[src/hdl/simdPkg.sv]
// SIMD float unit definitions
package simdPkg;

	// register and opcode words as seen on the issue lanes
	typedef logic [8:0] cmdWord;
	typedef logic [8:0] ixtWord;
	typedef logic [63:0] regWord;

	// element formats
	typedef logic [31:0] spFloat;
	typedef logic [15:0] hpFloat;

	// fields inside the opcode and the extension word
	typedef logic [5:0] majorOp;
	typedef logic [1:0] fmtCode;
	typedef logic [3:0] opCode;

	// major opcode of a vector-float command, low six bits of cmd
	localparam majorOp ucmdFpuVec4 = 6'h2A;

	// element format, ixt bits 5..4
	localparam fmtCode ixtFmtSingle = 2'b00;
	localparam fmtCode ixtFmtHalf = 2'b01;

	// operation, ixt bits 3..0
	localparam opCode ixtOpAdd = 4'd0;
	localparam opCode ixtOpSub = 4'd1;
	localparam opCode ixtOpMul = 4'd2;

	// canonical quiet NaNs, payloads are never carried through
	localparam spFloat spQuietNan = 32'h7FC00000;
	localparam hpFloat hpQuietNan = 16'h7E00;

endpackage

[src/hdl/fpLaneIf.sv]
// arithmetic lane bundle
`timescale 1ns/1ps

interface fpLaneIf import simdPkg::*;
();

	logic hold;
	spFloat srcA;
	spFloat srcB;
	// only the add lanes look at this
	logic isSub;
	spFloat result;

	modport unit (output hold, output srcA, output srcB, output isSub, input result);

	modport lane (input hold, input srcA, input srcB, input isSub, output result);

endinterface

[src/hdl/fpMulLane.sv]
// single-precision multiply lane
`timescale 1ns/1ps

module fpMulLane import simdPkg::*;
(
	input logic clock,
	input logic rst,
	fpLaneIf.lane io
);

	logic [7:0] expA;
	logic [7:0] expB;
	logic signOut;
	logic nanA;
	logic nanB;
	logic infA;
	logic infB;
	logic zeroA;
	logic zeroB;
	logic specNext;
	spFloat specValNext;

	logic s1Special;
	spFloat s1SpecVal;
	logic s1Sign;
	logic signed [9:0] s1Exp;
	logic [47:0] s1Prod;

	logic signed [9:0] normExp;
	logic [22:0] normMan;
	spFloat resNext;

	assign expA = io.srcA[30:23];
	assign expB = io.srcB[30:23];
	assign signOut = io.srcA[31] ^ io.srcB[31];

	assign nanA = (expA == 8'hFF) && (io.srcA[22:0] != 23'd0);
	assign nanB = (expB == 8'hFF) && (io.srcB[22:0] != 23'd0);
	assign infA = (expA == 8'hFF) && (io.srcA[22:0] == 23'd0);
	assign infB = (expB == 8'hFF) && (io.srcB[22:0] == 23'd0);
	// subnormal inputs count as zero
	assign zeroA = expA == 8'd0;
	assign zeroB = expB == 8'd0;

	always_comb
	begin
		specNext = 1'b1;
		specValNext = spQuietNan;
		if (nanA || nanB || (infA && zeroB) || (infB && zeroA))
			specValNext = spQuietNan;
		else if (infA || infB)
			specValNext = {signOut, 8'hFF, 23'd0};
		else if (zeroA || zeroB)
			specValNext = {signOut, 31'd0};
		else
			specNext = 1'b0;
	end

	// product of two normal mantissas is in [1, 4), one shift at most
	assign normExp = s1Prod[47] ? (s1Exp + 10'sd1) : s1Exp;
	assign normMan = s1Prod[47] ? s1Prod[46:24] : s1Prod[45:23];

	always_comb
	begin
		if (s1Special)
			resNext = s1SpecVal;
		else if (normExp >= 10'sd255)
			resNext = {s1Sign, 8'hFF, 23'd0};
		else if (normExp <= 10'sd0)
			resNext = {s1Sign, 31'd0};
		else
			resNext = {s1Sign, normExp[7:0], normMan};
	end

	always_ff @(posedge clock)
	begin
		if (rst)
		begin
			s1Special <= 1'b0;
			s1SpecVal <= '0;
			s1Sign <= 1'b0;
			s1Exp <= '0;
			s1Prod <= '0;
			io.result <= '0;
		end
		else if (!io.hold)
		begin
			s1Special <= specNext;
			s1SpecVal <= specValNext;
			s1Sign <= signOut;
			s1Exp <= $signed({2'b00, expA}) + $signed({2'b00, expB}) - 10'sd127;
			s1Prod <= {1'b1, io.srcA[22:0]} * {1'b1, io.srcB[22:0]};
			io.result <= resNext;
		end
	end

endmodule

[src/flat_wrapper.sv]
// flat-port wrapper written by rule: the top's interface ports become plain ports
module fpMulLane_flat import simdPkg::*;
  (clock, rst, io_hold, io_srcA, io_srcB, io_isSub, io_result);
  fpLaneIf io_i ();
  input logic clock;
  input logic rst;
  input wire logic [$bits(io_i.hold)-1:0] io_hold;
  input wire logic [$bits(io_i.srcA)-1:0] io_srcA;
  input wire logic [$bits(io_i.srcB)-1:0] io_srcB;
  input wire logic [$bits(io_i.isSub)-1:0] io_isSub;
  output wire logic [$bits(io_i.result)-1:0] io_result;
  assign io_i.hold = io_hold;
  assign io_i.srcA = io_srcA;
  assign io_i.srcB = io_srcB;
  assign io_i.isSub = io_isSub;
  assign io_result = io_i.result;
  fpMulLane u_core (.clock(clock), .rst(rst), .io(io_i));
endmodule
[config.mk]
export PLATFORM = sky130hd
export DESIGN_NAME = fpMulLane_flat
export DESIGN_NICKNAME = d
export VERILOG_FILES = /design/src/hdl/simdPkg.sv /design/src/hdl/fpLaneIf.sv /design/src/hdl/fpMulLane.sv /design/src/flat_wrapper.sv
export SDC_FILE = /design/constraint.sdc
export NUM_CORES = 2
export LEC_CHECK = 0
export BUFFER_PORTS_ARGS = -buffer_cell sky130_fd_sc_hd__buf_2
export CORE_UTILIZATION = 50
export CTS_CLUSTER_SIZE = 8
export DETAILED_ROUTE_END_ITERATION = 7
export PLACE_DENSITY = 0.7
export SYNTH_ARGS = -nofsm -noshare
export SYNTH_HDL_FRONTEND = slang
export SYNTH_SLANG_ARGS = --single-unit
export TNS_END_PERCENT = 20
[constraint.sdc]
create_clock -name clock -period 6.4 [get_ports clock]
set_input_delay 0.32 -clock clock [delete_from_list [all_inputs] [get_ports clock]]
set_output_delay 0.32 -clock clock [all_outputs]
set_load 0.02 [all_outputs]
==> flow_metrics.py <==
metrics = {
    "place": {
        "port_buffers": 98,
        "placed_cells": 3289,
        "gp_congestion": 0.9281,
        "dp_hpwl_um": 51730,
    },
    "yosys": {
        "yosysWarnings": 0,
        "synth_most_common_cell": "inv_1",
        "synth-seq-area-share": 0.06586,
        "synth-main-ff-cell": "dfxtp_1",
        "ys_ff_latch": 72,
        "synth_area_leaders": "fa_1 44%, ha_1 10%, inv_1 10%",
        "yosys.area.top_type_share": 0.4409,
        "synthCells": 2496,
        "avgSynthCellArea_sq_um": 8.768,
        "syn-cell-area_sq_mm": 0.02189,
        "syn-num-nets": 3225,
        "yosys-top-cells-count": "596 x inv_1, 482 x fa_1, 324 x nand2_1",
        "synth.distinct_cells": 67,
        "yosysTopAreaCell": "fa_1",
        "async_reset_ff_frac": 0,
        "synth-edff-count": 0,
    },
    "grt": {
        "grt_max_degree": 40,
        "grt_usage": 0.2812,
        "antenna_found_initial": 1,
        "grt_pass1_vias": 19305,
        "grt_pass1_wl_um": 97260,
        "grt_overflow_total": 0,
    },
    "sta": {
        "setup_violations": 0,
        "finalCritPeriodShare": 0.9965,
        "slew_headroom": 0.4077,
        "fmax_mhz": 156.8,
        "post-route-min-period_ns": 6.378,
        "slew_violations": 0,
        "rsz0062_at_grt": "true",
        "final_hold_viol_count": 0,
        "finClkSkew_ns": 0.006666,
        "worst_slew_pin_slew_ns": 0.8803,
    },
    "clocking": {
        "worstSkewPairLatency_ns": 0.33,
        "path_clk_slew_ns": 0.06,
        "cts_tree": "done",
        "clk_path_buf_depth": 2,
        "cts_buffers": 9,
        "hold_buffers": 0,
        "cts_max_level": 3,
        "ctsRootBufferMaster": "clkbuf_16",
        "cts.sinks": 72,
    },
    "critical_path": {
        "arrival_ns": 6.61,
        "r2r_end": "u_core.io.result[8]",
        "cp-end-kind": "register",
        "critPathLaunchType": "primary input",
        "crit_type": "in -> reg",
        "cp.required_ns": 6.64,
        "path_max_fanout": 11,
        "rr_startpoint": "u_core.s1Prod[47]",
        "reg2reg_slack_ns": 3.40,
        "r2r_cells": 9,
    },
    "layout": {
        "syn_to_final_growth_pct": 17.48,
        "drive_gt1_frac": 0.1729,
        "layout.cells.non_filler": 3321,
        "finish.net_count": 3460,
    },
    "drt": {
        "antenna_left": 0,
        "routedWlPerCell_um": 18.21,
        "vias_per_cell": 5.333,
        "vias": 17710,
        "initialDrtViolationCount": 1066,
        "first_pass_iters": 5,
        "drt_wl_total_um": 60480,
        "drc": 0,
    },
    "status": {
        "status": "finished clean",
    },
    "floorplanning": {
        "die_y_um": 211.2,
        "core_sq_mm": 0.04308,
        "floorplan.initialDensity": 0.5081,
        "die-area_sq_mm": 0.04461,
        "num_io_pins": 100,
        "fp-row-count": 76,
        "fp.dieW_um": 211.2,
    },
    "min_path": {
        "min-delay-start": "u_core.io.result[13]",
        "whs_endpoint": "u_core.io.result[13]",
        "hold_depth": 2,
        "hold_class": "reg -> reg",
    },
    "job": {
        "maxCapViolations": 0,
    },
}
==> per-layer routing <==
metal,track usage,part of all wire
met4,0.1289,0.050
met1,0.3436,0.38
met2,0.4880,0.50
met3,0.04371,0.061
met5,0,0
==> critical path: stages <==
cell      delay, ns
buf_8          0.13
nand2_2        0.07
fa_1           0.53
inv_1          0.06
fa_1           0.55
inv_2          0.05
fa_2           0.47
fa_1           0.54
inv_2          0.04
fa_1           0.49
fa_1           0.55
inv_2          0.04
fa_1           0.51
inv_2          0.05
ha_4           0.28
and4_4         0.22
and3_4         0.18
o2111a_1       0.19
and4b_4        0.23
o31ai_4        0.29
a21o_4         0.18
a41oi_4        0.10
or3_1          0.32
a311oi_1       0.21
==> cells by family (layout without fill, tap and decap cells) <==
family | after synthesis | count (layout) | share of synthesized area
buffers and inverters | 722 | 961 | 0.1247
multiplexers | 27 | 27 | 0.01235
flip-flops | 72 | 72 | 0.06586
other | 0 | 1 | 0
adder cells (fa/ha/maj) | 661 | 661 | 0.5432
XOR/XNOR | 46 | 46 | 0.01841
AO/OA/AOI/OAI | 227 | 227 | 0.06963
AND/OR/NAND/NOR | 741 | 741 | 0.1658
==> through the flow <==
stage | util | hold WS [ns] | setup WS, ns | area, sq um | setup TNS [ns]
after floorplan | - | 0.4404 | -0.02670 | 21980 | -0.02670
after global placement | 0.5692 | 0.4340 | -0.4857 | 24520 | -7.635
after detailed placement | 0.5692 | 0.4438 | -0.5934 | 24520 | -9.759
after CTS | 0.5861 | 0.4520 | -0.04613 | 25250 | -0.04613
after global routing | 0.5969 | 0.4680 | -0.1558 | 25710 | -0.4860
final | 0.5969 | 0.4478 | 0.02221 | 25710 | 0
==> placed cells by master (no fill, tap or decap), types with 5 or more instances in the layout <==
cell and n:
inv_1 571, fa_1 466, nand2_1 318, buf_4 235, and2_1 229, ha_1 166, nor2_1 73, dfxtp_1 72
buf_2 61, a21oi_1 55, o21ai_0 32, xnor2_1 31, a21o_1 29, mux2i_1 27, buf_6 24, buf_12 20
inv_2 19, nand3_1 19, o21ai_1 16, a22o_1 16, fa_2 16, xor2_1 15, nand4_1 14, nor4_1 14
and2_4 12, ha_4 12, nor3_1 11, and3_1 10, clkbuf_16 9, o21bai_1 8, nor2_2 7, o211ai_1 7
buf_8 7, nand2_2 6, o21a_1 6, clkinvlp_4 5, o21ai_2 5
==> area by class of cell <==
type,instances,area (sq um)
multi-input combinational,1702,18110
fill,3699,17370
timing repair buffer,347,2845
inverter,599,2272
sequential,72,1441
tap,585,732.0
clock buffer,9,225.2
clock inverter,6,85.08
antenna,1,2.502
==> flip-flops by register name (all words and copies together), names as in the netlist <==
signal	count
u_core.s1Prod	25
u_core.s1Special	1
u_core.s1Sign	1
u_core.io.result	32
u_core.s1SpecVal	3
u_core.s1Exp	10
==> worst max-delay path by stage <==
stage	start	end	cells after the start
2_1_floorplan	io_srcB[2]	u_core.s1Prod[37]	23
4_1_cts	io_srcA[5]	u_core.s1Prod[37]	25
3_5_place_dp	io_srcA[13]	u_core.s1Prod[37]	24
5_1_grt	io_srcA[5]	u_core.s1Prod[37]	26
3_3_place_gp	io_srcB[9]	u_core.s1Prod[39]	24
6_report	io_srcA[14]	u_core.s1Prod[37]	24
==> timing repair <==
item                       CTS  global route
setup buffers               11             5
setup endpoints to repair   17            20
pin swaps                   39            71
gates resized for setup     97           126
gates cloned                 1             0
Power is not shown: default switching activity piles up to over one toggle a cycle in this logic, so the estimate is an artifact.
