$ cat src/hdl/simdPkg.sv
// SIMD float unit definitions
package simdPkg;

	// register and opcode words as seen on the issue lanes
	typedef logic [8:0] cmdWord;
	typedef logic [8:0] ixtWord;
	typedef logic [63:0] regWord;

	// element formats
	typedef logic [31:0] spFloat;
	typedef logic [15:0] hpFloat;

	// fields inside the opcode and the extension word
	typedef logic [5:0] majorOp;
	typedef logic [1:0] fmtCode;
	typedef logic [3:0] opCode;

	// major opcode of a vector-float command, low six bits of cmd
	localparam majorOp ucmdFpuVec4 = 6'h2A;

	// element format, ixt bits 5..4
	localparam fmtCode ixtFmtSingle = 2'b00;
	localparam fmtCode ixtFmtHalf = 2'b01;

	// operation, ixt bits 3..0
	localparam opCode ixtOpAdd = 4'd0;
	localparam opCode ixtOpSub = 4'd1;
	localparam opCode ixtOpMul = 4'd2;

	// canonical quiet NaNs, payloads are never carried through
	localparam spFloat spQuietNan = 32'h7FC00000;
	localparam hpFloat hpQuietNan = 16'h7E00;

endpackage

$ cat src/hdl/halfToSingle.sv
// half to single widening
`timescale 1ns/1ps

module halfToSingle import simdPkg::*;
(
	input hpFloat half,
	output spFloat single
);

	logic [4:0] expIn;
	logic [9:0] frac;
	logic [7:0] expOut;

	assign expIn = half[14:10];
	assign frac = half[9:0];

	// rebias from 15 to 127
	assign expOut = {3'b000, expIn} + 8'd112;

	always_comb
	begin
		if (expIn == 5'd0)
			// subnormals and zeros both land on signed zero
			single = {half[15], 31'd0};
		else if (expIn == 5'h1F)
			// inf stays inf, NaN stays NaN
			single = {half[15], 8'hFF, frac, 13'd0};
		else
			single = {half[15], expOut, frac, 13'd0};
	end

endmodule

$ cat config.mk
export PLATFORM = sky130hd
export DESIGN_NAME = halfToSingle
export DESIGN_NICKNAME = d
export VERILOG_FILES = /design/src/hdl/simdPkg.sv /design/src/hdl/halfToSingle.sv
export SDC_FILE = /design/constraint.sdc
export NUM_CORES = 1
export LEC_CHECK = 0
export BUFFER_PORTS_ARGS = -buffer_cell sky130_fd_sc_hd__buf_2
export CORE_AREA = 2 2 39 41
export DETAILED_ROUTE_END_ITERATION = 16
export DIE_AREA = 0 0 41 43
export PLACE_DENSITY_LB_ADDON = 0.25
export SETUP_SLACK_MARGIN = 0.1
export SYNTH_ARGS = -nofsm -noshare
export SYNTH_HDL_FRONTEND = slang
export SYNTH_SLANG_ARGS = --single-unit
$ cat constraint.sdc
create_clock -name vclk -period 0.9
set_input_delay 0.045 -clock vclk [all_inputs]
set_output_delay 0.045 -clock vclk [all_outputs]
set_load 0.01 [all_outputs]
==> impl_summary.md, run 1 <==
Synthesis
Of the synthesized area, sequential elements account for 0%. The cell count after synthesis is 38. The synthesized cell area is 274 um^2. The netlist uses 11 different library cells. In this run the mean area of a mapped cell was 7.21 um^2.

For this run, the number of Yosys warnings is 0.

Layout
Measured on the finished design, the core utilization comes to a little under a third. The post-route cell area is around 430 um^2. The layout cell share with drive strength beyond 1 is 63.6%. The sequential cells in the finished layout cover a total of 0 um^2. The number of nets at the end of the flow is 84. The number of clock buffers in the layout is 0. The finished layout holds 82 standard cells, fillers aside.

The number of sequential storage elements is 0. The area added between synthesis and finish is 55.7%. The count of fill cells added during filler insertion is 160. The number of antenna repair diodes is 0.

Detailed routing
The pre-antenna-repair detailed-routing pass consisted of 2 iterations. The total detailed-routing wirelength is 652 um. In this run, the number of DRC markers left after iteration 0 of detailed routing was 1. The average wire per standard cell is slightly below 8 um. The remaining antenna violation count is 0. Across all layers, the routed design uses 293 vias. After detailed routing, the number of vias per cell comes to 3.57.

The number of remaining DRC errors is 0.

Power and ir drop
The leakage power is 0.247 nW. The total power of the final layout is ~210 uW. Across the VDD grid, the largest voltage drop is 0.105 mV. The power per unit of standard cell area is 490 nW/um^2.

Placement
OpenSTA, run right after detailed placement, puts the worst setup slack at approximately 0.077 ns. During placement, the flow inserted port buffers numbering 33. The post-DP HPWL is 553 um. The area after detailed placement is 377 um^2. Routability-driven placement finished with a final weighted congestion of 0.543. The number of placed instances with taps included is 80.

Global routing
The global router's overall resource usage is 6.79%. Entering global routing, the biggest net connects 7 pins. The number of antenna violations at the first check in global routing is 0.

The number of global-route vias before repair is 232. The total overflow left after global routing is 0. The first global-routing pass estimated 924 um of wire.

Timing
The final number of hold-violating endpoints is 0. The minimum clock period is 0.775 ns. The number of setup violations in the final report is 0. The worst setup margin is 0.125 ns. The total negative slack is 0 ns. The final count of pins violating max slew is 0.

The final critical path takes up 86.1% of the cycle. The maximum clock rate is about 1300 MHz. The worst hold margin is 0.0900 ns.

Setup repair after global routing could not meet its margin everywhere.

Flow run
The number of max-capacitance violations reported is 0.

Critical path
The critical-path maximum fanout is 6. The data required time at the worst endpoint is roughly 0.85 ns. The kind of end point of the critical path is an output port. The slowest cell on the critical path is sky130_fd_sc_hd__nor3_4.

The cell class contributing the biggest share of worst-path delay is buffers and inverters. The critical path goes through buf_6 -> nor3_4 -> buf_6 -> o211ai_4 -> buf_2. The library cell appearing most often on the critical path is sky130_fd_sc_hd__buf_6.

The launching element type of the critical path is a primary input. The stage delay of the slowest cell on the critical path is 0.20 ns. The category of the most critical setup path is in -> out. The number of buffer and inverter stages on the critical path is 3. For the worst setup path, the data arrival time is 0.73 ns.

Hold path
The startpoint identified for the worst hold timing path is half[15]. In this run the worst hold path is classified as in -> out. For hold timing, the worst endpoint is single[31]. The hold-critical path depth is 0.

Clock tree
The hold buffer count at cts is 0.

Floorplan
The region available for standard cell placement spans 1380 um^2. The initial core utilization is roughly a fifth. From left edge to right edge, the die measures 41 um.

The count of standard-cell rows is 14. Measured along the y axis, the die boundary spans 43 um. Pin placement for this block handled 48 I/O pins. The floorplan step defined a die boundary enclosing 1760 um^2.

Status
The flow ran to the end, and the final reports show no timing, DRC or antenna violations.
==> placed cells by master (no fill, tap or decap), drive strengths merged <==
cell / count
o211ai: 1
buf: 38
a21boi: 10
nand2b: 1
nand4: 1
nor3: 1
nor2: 1
conb: 13
==> logic make-up after synthesis <==
family | Yosys count | synth area share (%)
buf+inv | 22 | 54.8
simple gates | 4 | 10.5
other cells | 1 | 1.37
compound gates | 11 | 33.3
==> synthesized netlist by cell type <==
cell                       instances  area [um^2]
sky130_fd_sc_hd__nand2b_1          1         6.26
sky130_fd_sc_hd__a21boi_2          1         11.3
sky130_fd_sc_hd__conb_1            1         3.75
sky130_fd_sc_hd__nor3_2            1         10.0
sky130_fd_sc_hd__nor2_2            1         6.26
sky130_fd_sc_hd__nand4_1           1         6.26
sky130_fd_sc_hd__buf_6             1         11.3
sky130_fd_sc_hd__buf_4            16          120
sky130_fd_sc_hd__o211ai_2          1         12.5
sky130_fd_sc_hd__clkbuf_1          5         18.8
sky130_fd_sc_hd__a21boi_1          9         67.6
==> report_power, final <==
part	internal [mW]	switching, mW
Sequential	0	0
Clock	0	0
Combinational	0.0995	0.110
Total	0.0995	0.110
==> worst max-delay path by stage <==
stage	start	to	slack, ns	cells past startpoint
finish	half[10]	single[27]	0.13	5
floorplan	half[13]	single[28]	0.17	4
detailed placement	half[13]	single[27]	0.08	5
global route	half[10]	single[27]	0.09	5
CTS	half[11]	single[27]	0.09	5
global placement	half[13]	single[27]	0.09	5
==> layout make-up <==
type	count	area, um^2	share of cell area (%)
multi-input combinational	28	184	43.1
timing repair buffer	38	223	52.2
tap	16	20.0	4.69
==> metal layers <==
| layer | track usage [%] | wire, um | part of all wire [%] | vias to the layer above |
|---|---|---|---|---|
| met5 | 0 | 0 | 0 | - |
| met4 | 0 | 0 | 0 | 0 |
| met3 | 0.524 | 86 | 13 | 0 |
| met2 | 12.2 | 327 | 50 | 23 |
| met1 | 8.86 | 238 | 37 | 120 |
| li1 | - | - | - | 150 |
==> what timing repair did <==
item	CTS	global route
endpoints found under the setup margin	3	4
pin swaps	2	1
gates resized for setup	8	1
gates cloned	1	0
buffers inserted	1	0
(Power assumes the default switching activity.)
==> run 2, diff against run 1 <==
clock period = 0.85 ns   (was 0.9 ns; I/O delays follow)
==> impl_summary.md, run 2 (synthesis gave the netlist of run 1 again) <==
Critical path
The worst setup path is launched from a primary input. The signal on the critical path passes through buf_8 -> nor3_4 -> buf_6 -> o211ai_4 -> buf_6. The data required time at the worst endpoint is 0.81 ns (-0.04 ns). The critical path is of the in -> out type. The data arrival time of the worst path was 0.72 ns (about the same). The critical-path maximum fanout came to 6 (unchanged). The stage delay of the slowest cell on the critical path was 0.20 ns (about the same). Among the stages of the critical path, the cell type that occurs most often is sky130_fd_sc_hd__buf_6. The cell family contributing the most delay on the critical path is buffers and inverters. The slowest cell on the critical path is sky130_fd_sc_hd__nor3_4. The number of buffer and inverter stages on the critical path is 3 (unchanged).

The kind of end point of the critical path is an output port.

Global routing
The global route total overflow is 0 (unchanged). The maximum number of pins on one net before global-route repair is 7 (unchanged). The number of antenna violations at the first check in global routing is 0 (unchanged). The first-pass GRT wire length is 917 um (-0.76%). The number of global-route vias before repair is 222 (-4.3%).

The global router's overall resource usage came to 6.79% (unchanged).

Detailed routing
The starting DRC count in detailed routing is 1 (unchanged). The detail-routed via count per cell is 3.57 (unchanged). The total detailed-routing wirelength was 637 um (-2.3%). The remaining antenna violation count is 0 (unchanged).

The first-pass iteration count of the detailed router is 2 (unchanged). The via count is 293 (unchanged). The average wire per standard cell is 7.77 um (-2.3%). The number of remaining DRC errors is 0 (unchanged).

Layout
The register cell area after layout is 0 um^2 (unchanged). The commonest non-fill, non-tap cell in the layout is sky130_fd_sc_hd__buf_2. Leaving out fill and tap cells, the most frequent cells in the layout are sky130_fd_sc_hd__buf_2, sky130_fd_sc_hd__conb_1, sky130_fd_sc_hd__a21boi_1, sky130_fd_sc_hd__buf_4, sky130_fd_sc_hd__buf_6.

The layout cell share with drive strength beyond 1 was 63.6% (unchanged). The total area of multi-input combinational cells is 184 um^2 (unchanged). The area growth from synthesis to layout is 63.9%.

The number of clock buffers in the layout was 0 (unchanged). The number of antenna repair diodes is 0 (unchanged). The count of fill cells added during filler insertion is 154 (-3.8%). The post-route cell area is 449 um^2 (+5.3%). The number of sequential storage elements came to 0 (unchanged). The number of nets at the end of the flow came to 84 (unchanged).

Flow run
The number of max-capacitance violations reported is 0 (unchanged).

Placement
The weighted congestion reported at the end of routability-driven placement is 0.541 (-0.39%). The worst setup slack before clock tree synthesis came to 0.0323 ns (-0.0444 ns). The quantity of I/O buffers inserted on ports was 33 (unchanged). The area after detailed placement came to 377 um^2 (unchanged). The post-DP HPWL is 517 um (-6.5%).

Power and ir drop
The internal power was 121 uW (+21%). The clock group share of total power is 0% (unchanged). The portion of total power attributed to combinational logic is 100.0% (about the same). The share of total power consumed by net switching is 49.6% (-2.9 points). The sequential share of power came to 0% (unchanged).

The switching power summed over all nets is 118 uW (+8.0%). The maximum vdd drop is 0.128 mV (+22%). The leakage power is 0.256 nW (+3.6%). The power per unit of standard cell area is 532 nW/um^2 (+8.6%).

Floorplan
The initial core utilization is 19.8% (unchanged). The die boundary width is 41 um (unchanged). The number of top-level pins is 48 (unchanged). The core area is 1380 um^2 (unchanged). The count of standard-cell rows is 14 (unchanged). The height of the die came to 43 um (unchanged). The die area is 1760 um^2 (unchanged).

Timing
The clock period could shrink to 0.759 ns. Setup repair after global routing could not meet its margin everywhere. The worst hold margin is 0.0850 ns (-0.00500 ns). The number of setup violations in the final report came to 0 (unchanged). The final number of hold-violating endpoints came to 0 (unchanged). The total negative slack is 0 ns (unchanged). The final count of pins violating max slew came to 0 (unchanged).

For this run, the top clock speed supported by timing is between 1000 and 1500 MHz. Of the available clock period, the critical path in the final layout requires between 80% and 90%. The worst setup margin is 0.0910 ns (-0.0341 ns).

Status
The flow ran to the end, and the final reports show no timing, DRC or antenna violations.

Hold path
The worst min-delay path class is in -> out.
[run 2: cell type report]
class	count	area share, %
timing repair buffer	38	54.6
multi-input combinational	28	40.9
tap	16	4.46
[run 2: power by group through the flow]
stage                     registers [mW]  clock network, mW  logic, mW
final                                  0                  0      0.239
after CTS                              0                  0      0.218
after detailed placement               0                  0      0.197
after global placement                 0                  0      0.198
after floorplan                        0                  0      0.168
after global routing                   0                  0      0.267
[run 2: metal layers]
layer	GRT usage (%)	part of all wire, %	vias to the layer above
met1	9.49	35	119
li1	-	-	151
met3	0	13	0
met5	0	0	-
met2	11.9	52	23
met4	0	0	0
[run 2: final timing paths]
path / start / endpoint / slack [ns] / depth (start not counted)
hold / removal: half[15] / single[31] / 0.09 / 0
setup / recovery: half[10] / single[28] / 0.09 / 5
[run 2: timing repair]
action / 4_1_cts / 5_1_grt
resized for setup: 8 / 5
endpoints found under the setup margin: 13 / 12
setup buffers: 1 / 0
gates cloned: 1 / 0
pin swaps: 2 / 2
hold buffers: 0 / 0
[run 2: through the flow]
stage                     power [mW]  util [%]  cells
after floorplan                0.168         -     50
after global placement         0.198      27.2     80
after detailed placement       0.197      27.2     80
after CTS                      0.218      30.2     82
after global routing           0.267      32.5     82
final                          0.239      32.5     82
