**config.mk**
```make
export PLATFORM = sky130hd
export DESIGN_NAME = singleToHalf
export DESIGN_NICKNAME = d
export VERILOG_FILES = /design/src/hdl/simdPkg.sv /design/src/hdl/singleToHalf.sv
export SDC_FILE = /design/constraint.sdc
export NUM_CORES = 1
export LEC_CHECK = 0
export CAP_MARGIN = 20
export CORE_MARGIN = 3
export CORE_UTILIZATION = 30
export DETAILED_ROUTE_END_ITERATION = 10
export DONT_BUFFER_PORTS = 1
export GPL_TIMING_DRIVEN = 0
export PLACE_DENSITY_LB_ADDON = 0.25
export RECOVER_POWER = 25
export SLEW_MARGIN = 20
export SYNTH_ARGS = -nofsm -noshare
export SYNTH_HDL_FRONTEND = slang
export SYNTH_SLANG_ARGS = --single-unit
```
**constraint.sdc**
```tcl
create_clock -name vclk -period 1.91
set_input_delay 0.2865 -clock vclk [all_inputs]
set_output_delay 0.2865 -clock vclk [all_outputs]
set_load 0.05 [all_outputs]
```
**src/hdl/simdPkg.sv**
```systemverilog
// SIMD float unit definitions
package simdPkg;

	// register and opcode words as seen on the issue lanes
	typedef logic [8:0] cmdWord;
	typedef logic [8:0] ixtWord;
	typedef logic [63:0] regWord;

	// element formats
	typedef logic [31:0] spFloat;
	typedef logic [15:0] hpFloat;

	// fields inside the opcode and the extension word
	typedef logic [5:0] majorOp;
	typedef logic [1:0] fmtCode;
	typedef logic [3:0] opCode;

	// major opcode of a vector-float command, low six bits of cmd
	localparam majorOp ucmdFpuVec4 = 6'h2A;

	// element format, ixt bits 5..4
	localparam fmtCode ixtFmtSingle = 2'b00;
	localparam fmtCode ixtFmtHalf = 2'b01;

	// operation, ixt bits 3..0
	localparam opCode ixtOpAdd = 4'd0;
	localparam opCode ixtOpSub = 4'd1;
	localparam opCode ixtOpMul = 4'd2;

	// canonical quiet NaNs, payloads are never carried through
	localparam spFloat spQuietNan = 32'h7FC00000;
	localparam hpFloat hpQuietNan = 16'h7E00;

endpackage

```
**src/hdl/singleToHalf.sv**
```systemverilog
// single to half narrowing
`timescale 1ns/1ps

module singleToHalf import simdPkg::*;
(
	input spFloat single,
	output hpFloat half
);

	logic [7:0] expIn;
	logic [22:0] frac;
	logic isNan;
	logic isInf;
	logic signed [9:0] expOut;

	assign expIn = single[30:23];
	assign frac = single[22:0];
	assign isNan = (expIn == 8'hFF) && (frac != 23'd0);
	assign isInf = (expIn == 8'hFF) && (frac == 23'd0);

	// rebias from 127 to 15, may leave the half range either way
	assign expOut = $signed({2'b00, expIn}) - 10'sd112;

	always_comb
	begin
		if (isNan)
			half = hpQuietNan;
		else if (isInf || expOut >= 10'sd31)
			// too large for half, saturate
			half = {single[31], 5'h1F, 10'd0};
		else if (expIn == 8'd0 || expOut <= 10'sd0)
			// below the normal half range, flush
			half = {single[31], 15'd0};
		else
			// mantissa is simply truncated to ten bits
			half = {single[31], expOut[4:0], frac[22:13]};
	end

endmodule

```
==> reports/metrics.cfg, run 1 <==
[sta]
clock.fmax_ghz = 0.4529
final.min_clock_period_ns = 2.208
slew_headroom_pct = 59.50
hold_viol = 0
grt_setup_unrepaired = yes
setup_slack_ns = -0.2981
report.final.slew_viol_count = 0
fin_crit_sh_pct = 115.6
tightest_slew_ns = 0.6056
setup_viol = 15

[logic_synthesis]
ys_types = 27
synthXorXnorAreaFrac_pct = 0
synthMuxAreaShare_pct = 0
syn_area_sq_um = 480.5
netlist_instances = 66
yosys-top-cells-count = inv_1, a211oi_2, nor4_1, nand2_1, a22o_1
post-synth-top-count-cell = inv_1
synth-compound-area-share_pct = 47.40
synth_top_area_share_pct = 23.44
synth-simple-area-share_pct = 31.77
ys_warn_count = 0
synth_top_family_by_area = compound AO/OA/AOI/OAI gates
ys_seq_area_share_pct = 0
synthAdderAreaFrac_pct = 7.813
syn_avg_cell_area_sq_um = 7.280
synthTopCellsByArea = a211oi_2, inv_1, ha_1
synth.largest_area_cell = a211oi_2
syn_nets = 101

[power_and_ir_drop]
leakage_nw = 0.3000
seq_power_share_pct = 0
switching_share_pct = 63.12
p_clk_share_pct = 0
p_per_area_mw_per_mm2 = 370.8
p_total_mw = 0.3146
power_frac_comb_pct = 100.0
power_switching_mw = 0.1986
internal-power_mw = 0.1160
ir_worst_vdd_mv = 0.2707

[placement]
placement.io_buffers = 0
dpl_worst_slack_ns = -0.4762
routabilityCongestion = 0.8165
dp.cells = 81
placed_area_sq_um = 633.1
dp_hpwl_um = 1118

[global_route]
grt_use_met3_pct = 0.3953
track_usage_pct = 11.43
globalRouteOverflowTotal = 0
grt_util_met2_pct = 21.98
grt_max_degree = 11
globalRouteMet1Util_pct = 14.58
grt_pass1_vias = 474
grt_antenna_before_repair = 0
grt_first_pass_wirelength_um = 1856
busiest_layer = met2

[layout]
diodes = 0
nets = 112
nFlopsAndLatches = 0
nFillCells = 119
multiInputGateArea_sq_um = 638.1
final_cells = 90
layout-drive-gt1-share_pct = 53.33
layout.clock_buffers = 0
seqCellArea_sq_um = 0
syn2layout_area_growth_pct = 76.56
fin_area_sq_um = 848.3

[routing]
dr.pass1.iters = 2
wl_per_cell_um = 15.87
totalWireLength_um = 1428
drc = 0
first_iter_violations = 2
ant_nets = 0
via_count = 551
viasPerCell = 6.122

[worst_setup_path]
arrival_ns = 1.92
endpoint_kind = primary output
startpoint_type = primary input
required_ns = 1.62
worstSetupPathType = in2out
cp_max_fo = 5

[flow_run]
cap_violations = 0

[run_status]
run_status = finished, violations left
violations = setup timing

[hold_path]
hold_path_class = in2out
holdPathStages = 1
hold_end = half[14]
hp-start = single[27]

[clock_network]
hold_buffers = 0

[die]
pin_count = 48
fp.dieH_um = 46.02
coreArea_sq_mm = 0.001399
start_util_pct = 34.35
die-area_sq_mm = 0.002118
rows = 13
die_width_um = 46.02

-- power groups by stage --
stage	logic, mW	registers (mW)	clock network [mW]
final	0.315	0	0
after global routing	0.329	0	0
after CTS	0.290	0	0
after detailed placement	0.250	0	0
after global placement	0.247	0	0
after floorplan	0.233	0	0
-- worst max-delay path: stages --
cell and delay, ns:
ha_4 0.15, buf_4 0.12, a31oi_4 0.08, or4_4 0.54, buf_12 0.17, a211oi_4 0.56
-- cell type report --
cell class	instances	share of cell area, %
plain buffers	2	4.130
inverters	11	4.867
multi-input cells	52	75.22
repair buffers	10	13.57
well taps	15	2.212
-- per-stage QoR --
stage / hold slack [ns] / setup TNS (ns) / utilization [%]
2_1_floorplan: 0.7288 / -3.350 / -
3_3_place_gp: 0.7305 / -4.140 / 45.26
3_5_place_dp: 0.7331 / -4.275 / 45.26
4_1_cts: 0.7337 / -3.753 / 53.94
5_1_grt: 0.6927 / -3.505 / 60.64
6_report: 0.6918 / -3.049 / 60.64
-- worst max path at each step --
stage,slack (ns),from,end
floorplan,-0.32,single[27],half[0]
global placement,-0.45,single[23],half[14]
detailed placement,-0.48,single[23],half[14]
CTS,-0.35,single[27],half[0]
global route,-0.34,single[28],half[0]
finish,-0.30,single[28],half[0]
-- layer usage --
metal	routed length [um]	part of all wire [%]
met2	700	49
met3	139	9.7
met5	0	0
met4	0	0
met1	587	41
-- cells by family after synthesis --
kind of cell / after synthesis
AO/OA/AOI/OAI: 23
buffers and inverters: 14
adder cells (fa/ha/maj): 3
AND/OR/NAND/NOR: 26
-- cells in the final DEF (no fill, tap or decap) --
cell type,synthesis,layout
nor3_4,0,1
and2b_1,1,1
ha_4,0,2
ha_1,3,1
o21ai_4,0,1
or4_4,0,1
and2_2,0,1
o22ai_1,1,1
a22o_4,0,4
buf_12,0,2
a31oi_4,0,1
inv_1,11,10
nand4_1,1,1
a211oi_4,0,9
inv_2,0,1
nor3b_1,1,1
nor2_1,2,1
o31ai_4,1,2
nand2b_1,1,1
nor3_1,3,2
and4_1,3,2
o21ai_0,2,2
or3_1,1,1
a21boi_4,0,1
buf_4,0,6
and4_4,0,1
nor4_1,6,6
a21o_2,0,1
nor2_2,0,1
nand2_1,5,5
buf_8,0,1
buf_16,0,1
o2bb2ai_4,0,1
buf_6,1,2
-- what timing repair did --
action                     CTS  global route
gates resized for setup      9            14
setup endpoints to repair   15            15
cloned                       1             0
buffers inserted             5             4
pin swaps                    2            12
Note: power is estimated with default switching activity, not from simulation.
==> inputs of run 2 (changes only) <==
Settings changed: GPL_ROUTABILITY_DRIVEN set to 0, PLACE_DENSITY set to 0.53, PLACE_DENSITY_LB_ADDON 0.25 to unset.
==> reports/metrics.cfg, run 2 (synthesis results as in run 1) <==
[run_status]
run_status = finished, violations left
violations = setup timing

[layout]
nFlopsAndLatches = 0  ; unchanged
layout-drive-gt1-share_pct = 52.00  ; -1.3 points
nets = 112  ; unchanged
syn2layout_area_growth_pct = 72.92
final_common_cell = inv_1
layout_common_cells = inv_1, a211oi_4, buf_4
nFillCells = 119  ; unchanged
seqCellArea_sq_um = 0  ; unchanged
diodes = 0  ; unchanged
final_cells = 90  ; unchanged
layout.clock_buffers = 0  ; unchanged
multiInputGateArea_sq_um = 636.9  ; -0.20%

[die]
coreArea_sq_mm = 0.001399  ; unchanged
start_util_pct = 34.35  ; unchanged
die_width_um = 46.02  ; unchanged
rows = 13  ; unchanged
fp.dieH_um = 46.02  ; unchanged
die-area_sq_mm = 0.002118  ; unchanged
pin_count = 48  ; unchanged

[worst_setup_path]
endpoint_kind = primary output
cp_max_fo = 6  ; +1
crit_start = single[28]
crit_buf_inv = 1  ; -1
path_depth = 6  ; unchanged
slowest_stage = a211oi_4
path_cells = ha_4, and4_4, nor2_2, or4_4, buf_12, a211oi_4
critPathMaxStageDelay_ns = 0.56  ; about the same
cp-endpoint = half[4]
required_ns = 1.62  ; about the same
startpoint_type = primary input
arrival_ns = 1.93  ; about the same
critPathTopFamily = simple AND/OR/NAND/NOR gates
worstSetupPathType = in2out

[placement]
dp.cells = 81  ; unchanged
dpl_worst_slack_ns = -0.4442  ; +0.03200 ns
dp_hpwl_um = 1103  ; -1.3%
placement.io_buffers = 0  ; unchanged

[sta]
fin_crit_sh_pct = 116.2  ; +0.54 points
clock.fmax_ghz = 0.4508  ; -0.47%
grt_setup_unrepaired = yes
tightest_slew_ns = 0.6099  ; +0.004328 ns
setup_viol = 15  ; unchanged
report.final.slew_viol_count = 0  ; unchanged
final.min_clock_period_ns = 2.218  ; +0.01038 ns
hold_viol = 0  ; unchanged
slew_headroom_pct = 59.21  ; -0.29 points
setup_slack_ns = -0.3085  ; -0.01038 ns

[routing]
via_count = 540  ; -2.0%
ant_nets = 0  ; unchanged
first_iter_violations = 3  ; +1
viasPerCell = 6.000  ; -2.0%
totalWireLength_um = 1477  ; +3.4%
dr.pass1.iters = 4  ; +2
drc = 0  ; unchanged
wl_per_cell_um = 16.41  ; +3.4%

[power_and_ir_drop]
ir_worst_vdd_mv = 0.2129  ; -21%
p_per_area_mw_per_mm2 = 370.3  ; -0.15%
leakage_nw = 0.2947  ; -1.8%

[flow_run]
cap_violations = 0  ; unchanged

[global_route]
globalRouteOverflowTotal = 0  ; unchanged
grt_antenna_before_repair = 0  ; unchanged
grt_max_degree = 11  ; unchanged
grt_first_pass_wirelength_um = 2166  ; +17%
busiest_layer = met2
grt_util_met2_pct = 21.43  ; -0.55 points
globalRouteMet1Util_pct = 19.26  ; +4.7 points
grt_pass1_vias = 511  ; +7.8%
grt_use_met3_pct = 1.581  ; +1.2 points
track_usage_pct = 13.11  ; +1.7 points

[hold_path]
holdPathStages = 1  ; unchanged
hold_path_class = in2out

[clock_network]
hold_buffers = 0  ; unchanged

==> run 2: final cells by class <==
type | instances | share of cell area [%]
Inverter | 11 | 4.970
Timing Repair Buffer | 10 | 12.35
Buffer | 2 | 3.765
Multi-Input combinational cell | 52 | 76.66
Tap cell | 15 | 2.259
==> run 2: how the worst min path moves through the flow <==
stage                           from       end  slack, ns
after CTS                 single[15]   half[2]       0.73
after floorplan           single[13]   half[0]       0.73
after detailed placement  single[15]   half[2]       0.73
after global routing      single[27]  half[14]       0.69
final                     single[27]  half[14]       0.69
after global placement    single[13]   half[0]       0.73
==> run 2: metrics by stage <==
stage | TNS (ns) | util [%] | area (sq um) | hold slack (ns) | power, mW
3_5_place_dp | -4.240 | 45.26 | 633.1 | 0.7331 | 0.2483
6_report | -3.194 | 59.39 | 830.8 | 0.6893 | 0.3076
5_1_grt | -3.883 | 59.39 | 830.8 | 0.6903 | 0.3218
3_3_place_gp | -4.282 | 45.26 | 633.1 | 0.7313 | 0.2480
4_1_cts | -3.677 | 53.31 | 745.7 | 0.7337 | 0.2849
2_1_floorplan | -3.350 | - | 614.3 | 0.7288 | 0.2332
==> run 2: layer usage <==
| layer | part of all wire [%] | routed length (um) |
|---|---|---|
| met1 | 40 | 586 |
| met2 | 51 | 747 |
| met3 | 9.7 | 143 |
| met4 | 0 | 0 |
| met5 | 0 | 0 |
==> run 2: timing repair <==
action,CTS,global route
endpoints found under the setup margin,15,15
pin swaps,2,9
gates resized for setup,10,11
setup buffers,5,4
gates cloned,1,0
==> run 2: power by group <==
| group | internal [mW] | switching [mW] | leakage [nW] | total, mW |
|---|---|---|---|---|
| clock | 0 | 0 | 0 | 0 |
| sequential | 0 | 0 | 0 | 0 |
| combinational | 0.110 | 0.198 | 0.295 | 0.308 |
