File: config.mk
export PLATFORM = sky130hd
export DESIGN_NAME = fpAddLane_flat
export DESIGN_NICKNAME = d
export VERILOG_FILES = /design/src/hdl/simdPkg.sv /design/src/hdl/fpLaneIf.sv /design/src/hdl/fpAddLane.sv /design/src/flat_wrapper.sv
export SDC_FILE = /design/constraint.sdc
export NUM_CORES = 1
export LEC_CHECK = 0
export ABC_AREA = 1
export BUFFER_PORTS_ARGS = -buffer_cell sky130_fd_sc_hd__buf_2
export CORE_AREA = 2 2 144 146
export DETAILED_ROUTE_END_ITERATION = 7
export DIE_AREA = 0 0 146 148
export GPL_TIMING_DRIVEN = 0
export PLACE_DENSITY = 0.74
export SETUP_SLACK_MARGIN = 0.4
export SLEW_MARGIN = 15
export SYNTH_ARGS = -nofsm -noshare
export SYNTH_HDL_FRONTEND = slang
export SYNTH_SLANG_ARGS = --single-unit
File: constraint.sdc
create_clock -name clock -period 7.6 [get_ports clock]
set_input_delay 1.14 -clock clock [delete_from_list [all_inputs] [get_ports clock]]
set_output_delay 1.14 -clock clock [all_outputs]
set_load 0.005 [all_outputs]
File: src/hdl/simdPkg.sv
// SIMD float unit definitions
package simdPkg;

	// register and opcode words as seen on the issue lanes
	typedef logic [8:0] cmdWord;
	typedef logic [8:0] ixtWord;
	typedef logic [63:0] regWord;

	// element formats
	typedef logic [31:0] spFloat;
	typedef logic [15:0] hpFloat;

	// fields inside the opcode and the extension word
	typedef logic [5:0] majorOp;
	typedef logic [1:0] fmtCode;
	typedef logic [3:0] opCode;

	// major opcode of a vector-float command, low six bits of cmd
	localparam majorOp ucmdFpuVec4 = 6'h2A;

	// element format, ixt bits 5..4
	localparam fmtCode ixtFmtSingle = 2'b00;
	localparam fmtCode ixtFmtHalf = 2'b01;

	// operation, ixt bits 3..0
	localparam opCode ixtOpAdd = 4'd0;
	localparam opCode ixtOpSub = 4'd1;
	localparam opCode ixtOpMul = 4'd2;

	// canonical quiet NaNs, payloads are never carried through
	localparam spFloat spQuietNan = 32'h7FC00000;
	localparam hpFloat hpQuietNan = 16'h7E00;

endpackage

File: src/hdl/fpLaneIf.sv
// arithmetic lane bundle
`timescale 1ns/1ps

interface fpLaneIf import simdPkg::*;
();

	logic hold;
	spFloat srcA;
	spFloat srcB;
	// only the add lanes look at this
	logic isSub;
	spFloat result;

	modport unit (output hold, output srcA, output srcB, output isSub, input result);

	modport lane (input hold, input srcA, input srcB, input isSub, output result);

endinterface

File: src/hdl/fpAddLane.sv
// single-precision add lane
`timescale 1ns/1ps

module fpAddLane import simdPkg::*;
(
	input logic clock,
	input logic rst,
	fpLaneIf.lane io
);

	// stage one operands
	logic [7:0] expA;
	logic [7:0] expB;
	logic [23:0] manA;
	logic [23:0] manB;
	logic signA;
	logic signB;
	logic nanIn;
	logic infA;
	logic infB;
	logic swap;
	logic [7:0] expDiff;
	logic [23:0] alignSmall;
	logic specNext;
	spFloat specValNext;

	// stage one registers
	logic s1Special;
	spFloat s1SpecVal;
	logic s1Sign;
	logic [7:0] s1Exp;
	logic [23:0] s1ManBig;
	logic [23:0] s1ManSmall;
	logic s1DoSub;

	// stage two
	logic [24:0] sum;
	logic [4:0] lz;
	logic [23:0] normMan;
	logic signed [9:0] normExp;
	spFloat resNext;

	// position of the leading one, counted from bit 23
	function automatic logic [4:0] countLz(input logic [23:0] v);
		logic [4:0] cnt;
		cnt = 5'd24;
		for (int i = 0; i < 24; i++)
		begin
			if (v[i])
				cnt = 5'(23 - i);
		end
		return cnt;
	endfunction

	assign expA = io.srcA[30:23];
	assign expB = io.srcB[30:23];
	assign signA = io.srcA[31];
	// subtract is add with b negated
	assign signB = io.srcB[31] ^ io.isSub;

	// flush to zero drops the hidden bit and the fraction
	assign manA = (expA == 8'd0) ? 24'd0 : {1'b1, io.srcA[22:0]};
	assign manB = (expB == 8'd0) ? 24'd0 : {1'b1, io.srcB[22:0]};

	assign nanIn = ((expA == 8'hFF) && (io.srcA[22:0] != 23'd0)) ||
		((expB == 8'hFF) && (io.srcB[22:0] != 23'd0));
	assign infA = (expA == 8'hFF) && (io.srcA[22:0] == 23'd0);
	assign infB = (expB == 8'hFF) && (io.srcB[22:0] == 23'd0);

	// larger magnitude goes first, the smaller one is shifted right
	assign swap = {expB, manB} > {expA, manA};
	assign expDiff = swap ? (expB - expA) : (expA - expB);
	assign alignSmall = (swap ? manA : manB) >> expDiff;

	always_comb
	begin
		specNext = 1'b1;
		specValNext = spQuietNan;
		if (nanIn || (infA && infB && (signA != signB)))
			specValNext = spQuietNan;
		else if (infA)
			specValNext = {signA, 8'hFF, 23'd0};
		else if (infB)
			specValNext = {signB, 8'hFF, 23'd0};
		else
			specNext = 1'b0;
	end

	// big operand never falls below the small one, so no negative sums
	assign sum = s1DoSub ? ({1'b0, s1ManBig} - {1'b0, s1ManSmall}) :
		({1'b0, s1ManBig} + {1'b0, s1ManSmall});
	assign lz = countLz(sum[23:0]);

	always_comb
	begin
		normMan = sum[23:0] << lz;
		normExp = $signed({2'b00, s1Exp}) - $signed({5'd0, lz});
		if (sum[24])
		begin
			// carry out, the low bit is truncated
			normMan = sum[24:1];
			normExp = $signed({2'b00, s1Exp}) + 10'sd1;
		end

		if (s1Special)
			resNext = s1SpecVal;
		else if (sum == 25'd0)
			resNext = '0;
		else if (normExp >= 10'sd255)
			resNext = {s1Sign, 8'hFF, 23'd0};
		else if (normExp <= 10'sd0)
			resNext = {s1Sign, 31'd0};
		else
			resNext = {s1Sign, normExp[7:0], normMan[22:0]};
	end

	always_ff @(posedge clock)
	begin
		if (rst)
		begin
			s1Special <= 1'b0;
			s1SpecVal <= '0;
			s1Sign <= 1'b0;
			s1Exp <= '0;
			s1ManBig <= '0;
			s1ManSmall <= '0;
			s1DoSub <= 1'b0;
			io.result <= '0;
		end
		else if (!io.hold)
		begin
			s1Special <= specNext;
			s1SpecVal <= specValNext;
			s1Sign <= swap ? signB : signA;
			s1Exp <= swap ? expB : expA;
			s1ManBig <= swap ? manB : manA;
			s1ManSmall <= alignSmall;
			s1DoSub <= signA ^ signB;
			io.result <= resNext;
		end
	end

endmodule

File: src/flat_wrapper.sv
// flat-port wrapper written by rule: the top's interface ports become plain ports
module fpAddLane_flat import simdPkg::*;
  (clock, rst, io_hold, io_srcA, io_srcB, io_isSub, io_result);
  fpLaneIf io_i ();
  input logic clock;
  input logic rst;
  input wire logic [$bits(io_i.hold)-1:0] io_hold;
  input wire logic [$bits(io_i.srcA)-1:0] io_srcA;
  input wire logic [$bits(io_i.srcB)-1:0] io_srcB;
  input wire logic [$bits(io_i.isSub)-1:0] io_isSub;
  output wire logic [$bits(io_i.result)-1:0] io_result;
  assign io_i.hold = io_hold;
  assign io_i.srcA = io_srcA;
  assign io_i.srcB = io_srcB;
  assign io_i.isSub = io_isSub;
  assign io_result = io_i.result;
  fpAddLane u_core (.clock(clock), .rst(rst), .io(io_i));
endmodule
==> run_results.csv, run 1 <==
group,metric,value,unit
setup_path,crit_path_start,"u_core.s1ManSmall[4]",
die,dieHeight,148,um
yosys,synth.ff_latch_count,94,
yosys,synth_area_per_cell,5.883,um^2
yosys,synth_flop_cell,"dfxtp_1",
yosys,synth-seq-area-share,0.1733,
sta,finalSetupTns,0,ns
drt,vias_per_cell,5.888,
setup_path,worstPathArrival,6.87,ns
yosys,ys_warn_count,0,
sta,layout_min_cycle_time,6.658,ns
yosys,ys_top_cells_by_area,"nand2_1, dfxtp_1, nand3_1",
setup_path,critical_path.endpoint,"u_core.io.result[21]",
clock_network,cts_max_level,3,
clock_network,num_cts_buffers,9,
sta,worst_hold_slack,0.4616,ns
clock_network,clk_transition_reported_paths,0.07,ns
grt,grt_pass1_wl,62470,um
yosys,post_synth_num_cell_types,57,
yosys,asyncSetResetFlopFracSynth,0,
yosys,synth_enable_flop_cells,0,
power,power_leakage,6.060,nW
placed_design,io_buffers,98,
yosys,most_instantiated_library_cell_after_synthesis,"nand2_1",
clock_network,largest_buffer_count_on_any_clock_path,2,
die,placementRows,52,
layout,final.fill_count,2066,
layout,flow.area_growth_from_synthesis,11.28,%
yosys,post_synth_instance_area,10860,um^2
sta,finalHoldViolations,0,
sta,worstMarginPinSlew,0.9211,ns
sta,pins_over_their_slew_limit,0,
outcome,status,"completed",
grt,largest_net_degree_at_the_start_of_global_routing,15,
die,coreArea,20040,um^2
clock_network,clock_tree.root_cell,"clkbuf_16",
setup_path,startpoint_type,"flip-flop",
sta,max-slew-margin-rel,0.3802,
grt,antenna_found_initial,1,
placed_design,gp_congestion,1.013,
drt,detail_route.wl_per_cell,18.02,um
die,design.portCount,100,
die,die_w,146,um
sta,highest_clock_rate,0.1502,GHz
setup_path,regToRegSetupSlack,0.94,ns
setup_path,worstSetupPathType,"reg -> reg",
layout,multi_input_area,7835,um^2
die,design.die.area,21610,um^2
setup_path,worst_r2r_startpoint,"u_core.s1ManSmall[4]",
setup_path,crit_slowest_cell,"ha_1",
setup_path,data_required_critical_path,7.82,ns
clock_network,post_cts_hold_buffer_count,0,
power,power.ir.vdd_worst,373.7,uV
yosys,post_synth_most_frequent_cells,"nand2_1, nand3_1, a21oi_1",
sta,finalClockSkew,0.009352,ns
yosys,area_share_of_the_leading_cell_type_in_the_synthesized_netlist,0.1763,
run,max-cap-violations,0,
hold_path,timing.hold.worst.class,"reg -> reg",
power,p_total,6.705,mW
clock_network,cts_num_sinks,94,
placed_design,detailedPlacementHpwl,32920,um
drt,final_routed_drc_violation_total,0,
grt,grt_overflow_total,0,
yosys,library_cell_occupying_the_most_area_in_the_post_synthesis_netlist,"nand2_1",
layout,layout.area.seq,1883,um^2
setup_path,depth_of_the_worst_register_to_register_path,44,
drt,routed_via_count,13150,
power,pwr_density_cell,554.8,nW/um^2
setup_path,timing.critical_path.to_type,"flip-flop",
layout,share_of_post_route_cells_with_drive_strength_above_1,0.1126,
sta,period_share,0.8761,
die,initial_core_util,0.5420,
grt,track_usage,0.3646,
grt,grt_pass1_vias,11890,
setup_path,worst-path-max-fanout,10,
hold_path,holdCritStartpoint,"u_core.io.result[14]",
yosys,number_of_nets_produced_by_synthesis,1989,
setup_path,crit-reg2reg-capture,"u_core.io.result[21]",
clock_network,worstSkewPairLatency,0.36,ns
setup_path,maximum_cell_stage_delay_along_the_critical_path,0.36,ns
drt,drt_pass1_iterations,6,
drt,antenna_left,0,
drt,initialDrtViolationCount,1392,
yosys,post_synth_inst_count,1846,
drt,drt_wl_total,40230,um
sta,rsz_0062_raised_after_global_routing,"no",
sta,finalSetupViolCount,0,
clock_network,cts_tree,"done",
layout,nNetsFinal,2102,
## flip-flops by register name, indices dropped and copies added, names as in the netlist
| name | flops |
|---|---|
| u_core.io.result | 32 |
| u_core.s1ManBig | 24 |
| u_core.s1ManSmall | 24 |
| u_core.s1Exp | 8 |
| u_core.s1SpecVal | 3 |
| u_core.s1DoSub | 1 |
| u_core.s1Sign | 1 |
| u_core.s1Special | 1 |
## worst min path at each step
| stage | end | slack, ns | cells past startpoint |
|---|---|---|---|
| after floorplan | u_core.io.result[31] | 0.43 | 2 |
| after global placement | u_core.io.result[13] | 0.45 | 2 |
| after detailed placement | u_core.io.result[7] | 0.45 | 2 |
| after CTS | u_core.io.result[14] | 0.46 | 2 |
| after global routing | u_core.io.result[31] | 0.48 | 2 |
| final | u_core.io.result[14] | 0.46 | 2 |
## layout make-up
type | count | area share
multi-input combinational | 1467 | 0.6483
clock buffer | 10 | 0.01977
antenna | 1 | 0.0002071
timing repair buffer | 102 | 0.04307
inverter | 192 | 0.06005
sequential | 94 | 0.1558
clock inverter | 4 | 0.004038
buffer | 93 | 0.04079
tap | 270 | 0.02795
## stage by stage
stage          utilization  worst slack, ns  cell area, um^2  instances
2_1_floorplan            -            1.611            10860       1846
5_1_grt             0.6031           0.4255            12090       2233
3_5_place_dp        0.5833           0.2033            11690       2214
6_report            0.6031           0.9416            12090       2233
4_1_cts             0.5981           0.4754            11990       2229
3_3_place_gp        0.5833           0.3961            11690       2214
## critical path: cells and delay by family, from the launching register on
| family | cells | cell delay [ns] |
|---|---|---|
| compound gates | 11 | 1.92 |
| xor+xnor | 2 | 0.44 |
| fa+ha+maj | 2 | 0.68 |
| buf+inv | 5 | 0.59 |
| simple gates | 24 | 2.54 |
| flops | 1 | 0.35 |
## report_power, final
part	total (mW)	leakage, nW	internal, mW	switching [mW]
clock network	0.461	0.144	0.260	0.201
registers	0.636	0.775	0.577	0.0582
logic	5.61	5.14	1.80	3.80
total	6.70	6.06	2.64	4.06
## what timing repair did
| action | 4_1_cts | 5_1_grt |
|---|---|---|
| setup buffers | 1 | 3 |
| gates cloned | 0 | 0 |
| endpoints found under the hold margin | 0 | 0 |
| resized for setup | 1 | 20 |
| pin swaps | 1 | 3 |
| setup endpoints to repair | 28 | 30 |
## metal layers
| metal | vias to the layer above | global-route usage | routed length (um) |
|---|---|---|---|
| li1 | 6361 | - | - |
| met1 | 5981 | 0.4645 | 16580 |
| met2 | 660 | 0.5995 | 18080 |
| met3 | 145 | 0.04198 | 2986 |
| met4 | 0 | 0.2112 | 2588 |
| met5 | - | 0 | 0 |
## cell families (layout without fill, tap and decap cells)
| kind of cell | Yosys count | count (layout) | synth area share |
|---|---|---|---|
| simple gates | 941 | 941 | 0.3777 |
| xor+xnor | 53 | 53 | 0.04516 |
| buf+inv | 285 | 401 | 0.1114 |
| flops | 94 | 94 | 0.1733 |
| mux | 4 | 4 | 0.003687 |
| other cells | 0 | 1 | 0 |
| fa+ha+maj | 75 | 75 | 0.08917 |
| compound gates | 394 | 394 | 0.1997 |
## cell usage in the layout (no fill, tap or decap), types with 21 or more instances in the layout
master    count
nand3_1     193
nor2_1      141
nand4_1      26
xor2_1       34
inv_1       176
clkbuf_1     47
o21ai_0     132
o211ai_1     21
a21oi_1     179
nand2_1     510
dfxtp_1      93
ha_1         71
buf_2       116
No activity file was read; power rests on OpenSTA's default activity.
==> run 2: changes to the inputs <==
--- a/config.mk
+++ b/config.mk
@@ -7,11 +7,11 @@
 export LEC_CHECK = 0
 export ABC_AREA = 1
 export BUFFER_PORTS_ARGS = -buffer_cell sky130_fd_sc_hd__buf_2
-export CORE_AREA = 2 2 144 146
+export CORE_AREA = 2 2 151 153
 export DETAILED_ROUTE_END_ITERATION = 7
-export DIE_AREA = 0 0 146 148
+export DIE_AREA = 0 0 153 155
 export GPL_TIMING_DRIVEN = 0
-export PLACE_DENSITY = 0.74
+export PLACE_DENSITY = 0.68
 export SETUP_SLACK_MARGIN = 0.4
 export SLEW_MARGIN = 15
 export SYNTH_ARGS = -nofsm -noshare
==> run 2 against run 1 <==
Sequential share of layout area shrank 0.070 points; combinational power shrank 2%; wire length grew 1.3%; count of clock-buffer cells in the layout is the same; critical endpoint is now u_core.io.result[15]; largest power group unchanged.
==> run_results.csv, run 2 (synthesis gave the netlist of run 1 again) <==
group,metric,value,unit
sta,rsz_0062_raised_after_global_routing,"no",
grt,track_usage,0.3352,
sta,max-slew-margin-rel,0.3599,
die,coreArea,22230,um^2
setup_path,worst-path-max-fanout,10,
power,pwr_density_cell,544.8,nW/um^2
layout,nNetsFinal,2102,
die,die_w,153,um
power,cellInternalPower,2.624,mW
setup_path,worstSetupPathType,"reg -> reg",
die,initial_core_util,0.4886,
clock_network,clk_transition_reported_paths,0.07,ns
grt,grt_pass1_wl,62990,um
power,power.ir.vdd_worst,321.3,uV
sta,period_share,0.8774,
layout,multi_input_area,7860,um^2
power,power_leakage,6.062,nW
setup_path,critPathBufInv,7,
drt,detail_route.wl_per_cell,18.13,um
grt,grt_pass1_vias,11560,
placed_design,io_buffers,98,
sta,layout_min_cycle_time,6.668,ns
clock_network,clock_tree.root_cell,"clkbuf_16",
grt,largest_net_degree_at_the_start_of_global_routing,19,
layout,top_regs,"u_core.io.result: 32 flops, u_core.s1ManBig: 24 flops, u_core.s1ManSmall: 24 flops",
setup_path,worst_path_dominant_cell_family,"simple AND/OR/NAND/NOR gates",
setup_path,regToRegSetupSlack,0.93,ns
setup_path,startpoint_type,"flip-flop",
power,clock_power_share,0.071,
power,pwr-share-comb,0.833,
drt,antenna_left,0,
placed_design,detailedPlacementHpwl,33060,um
layout,layout.cells.most_common_list,"nand2_1, nand3_1, a21oi_1",
layout,largest_register_ffs,32,
drt,drt_pass1_iterations,8,
layout,antenna_cells,0,
clock_network,num_cts_buffers,9,
grt,antenna_found_initial,0,
clock_network,cts_max_level,3,
die,design.portCount,100,
layout,register_name_with_the_most_flops,"u_core.io.result",
drt,drt_wl_total,40770,um
drt,initialDrtViolationCount,1026,
hold_path,timing.hold.worst.class,"reg -> reg",
power,power_switching,3.985,mW
layout,layout.cells.most_common,"nand2_1",
sta,finalHoldViolations,0,
layout,layout.area.seq,1882,um^2
die,dieHeight,155,um
power,p_seq_frac,0.096,
sta,finalClockSkew,0.01552,ns
layout,layout.core_utilization,0.5458,
setup_path,timing.critical_path.to_type,"flip-flop",
sta,finalSetupViolCount,0,
sta,worstMarginPinSlew,0.9513,ns
run,max-cap-violations,0,
sta,highest_clock_rate,0.1500,GHz
layout,finalNonFillerCells,2249,
drt,final_routed_drc_violation_total,0,
placed_design,gp_congestion,1.046,
sta,finalSetupTns,0,ns
placed_design,placed_cells,2229,
power,switching_share,0.6030,
die,design.die.area,23720,um^2
sta,pins_over_their_slew_limit,0,
grt,grt_overflow_total,0,
layout,flow.area_growth_from_synthesis,11.70,%
setup_path,data_required_critical_path,7.84,ns
clock_network,cts_num_sinks,94,
clock_network,worstSkewPairLatency,0.37,ns
layout,final.fill_count,2422,
clock_network,largest_buffer_count_on_any_clock_path,2,
setup_path,maximum_cell_stage_delay_along_the_critical_path,0.42,ns
setup_path,crit_slowest_cell,"ha_1",
die,placementRows,55,
drt,routed_via_count,12800,
clock_network,cts_tree,"done",
setup_path,worstPathArrival,6.90,ns
drt,vias_per_cell,5.690,
layout,share_of_post_route_cells_with_drive_strength_above_1,0.1156,
outcome,status,"completed",
## run 2: cell count changes in the layout (fill, tap and decap cells not counted), sizes merged
cell,before,now
bufinv,1,0
clkinvlp,0,1
clkbuf,60,58
buf,142,144
clkinv,6,4
inv,189,193
diode,1,0
## run 2: path summary, 6_finish.rpt
| kind | end | from | cells past startpoint |
|---|---|---|---|
| max | u_core.io.result[15] | u_core.s1ManSmall[3] | 44 |
| min | u_core.io.result[2] | u_core.io.result[2] | 2 |
| max reg2reg | u_core.io.result[15] | u_core.s1ManSmall[3] | 44 |
| min reg2reg | u_core.io.result[2] | u_core.io.result[2] | 2 |
## run 2: stage by stage
step                      worst slack (ns)  total power, mW  cell area (um^2)  hold WS, ns
after CTS                           0.4357            6.412             12010       0.4637
after floorplan                      1.611            4.568             10860       0.4342
after global placement              0.2328            5.910             11710       0.4490
after global routing                0.3941            7.271             12130       0.4793
final                               0.9319            6.609             12130       0.4620
after detailed placement            0.1567            5.913             11710       0.4528
## run 2: layout make-up
| cell class | instances | share of cell area |
|---|---|---|
| timing repair buffer | 102 | 0.04290 |
| multi-input combinational | 1467 | 0.6479 |
| inverter | 192 | 0.05982 |
| tap | 285 | 0.02939 |
| clock inverter | 6 | 0.004847 |
| buffer | 93 | 0.04033 |
| sequential | 94 | 0.1551 |
| clock buffer | 10 | 0.01970 |
## run 2: timing repair
item                       CTS  global route
pin swaps                    1             3
setup endpoints to repair   30            31
hold buffers                 0             0
gates resized for setup      1            22
setup buffers                1             3
## run 2: metal layers
| layer | vias to the layer above | GRT usage | part of all wire |
|---|---|---|---|
| li1 | 6363 | - | - |
| met4 | 0 | 0.1592 | 0.048 |
| met1 | 5828 | 0.4307 | 0.42 |
| met3 | 91 | 0.03538 | 0.067 |
| met5 | - | 0 | 0 |
| met2 | 514 | 0.5661 | 0.47 |
## run 2: worst reg2reg max path, delay by kind of cell, from the launching register on
family / cells / cell delay [ns]
simple gates: 22 / 2.33
compound gates: 11 / 1.95
buf+inv: 7 / 0.74
fa+ha+maj: 2 / 0.73
xor+xnor: 2 / 0.45
flops: 1 / 0.34
## run 2: power groups by stage
stage                     sequential [mW]  combinational [mW]  clock (mW)
final                               0.632                5.51       0.471
after global routing                0.640                6.14       0.493
after CTS                           0.632                5.31       0.474
after detailed placement            0.642                5.27           0
after global placement              0.641                5.27           0
after floorplan                     0.634                3.93           0
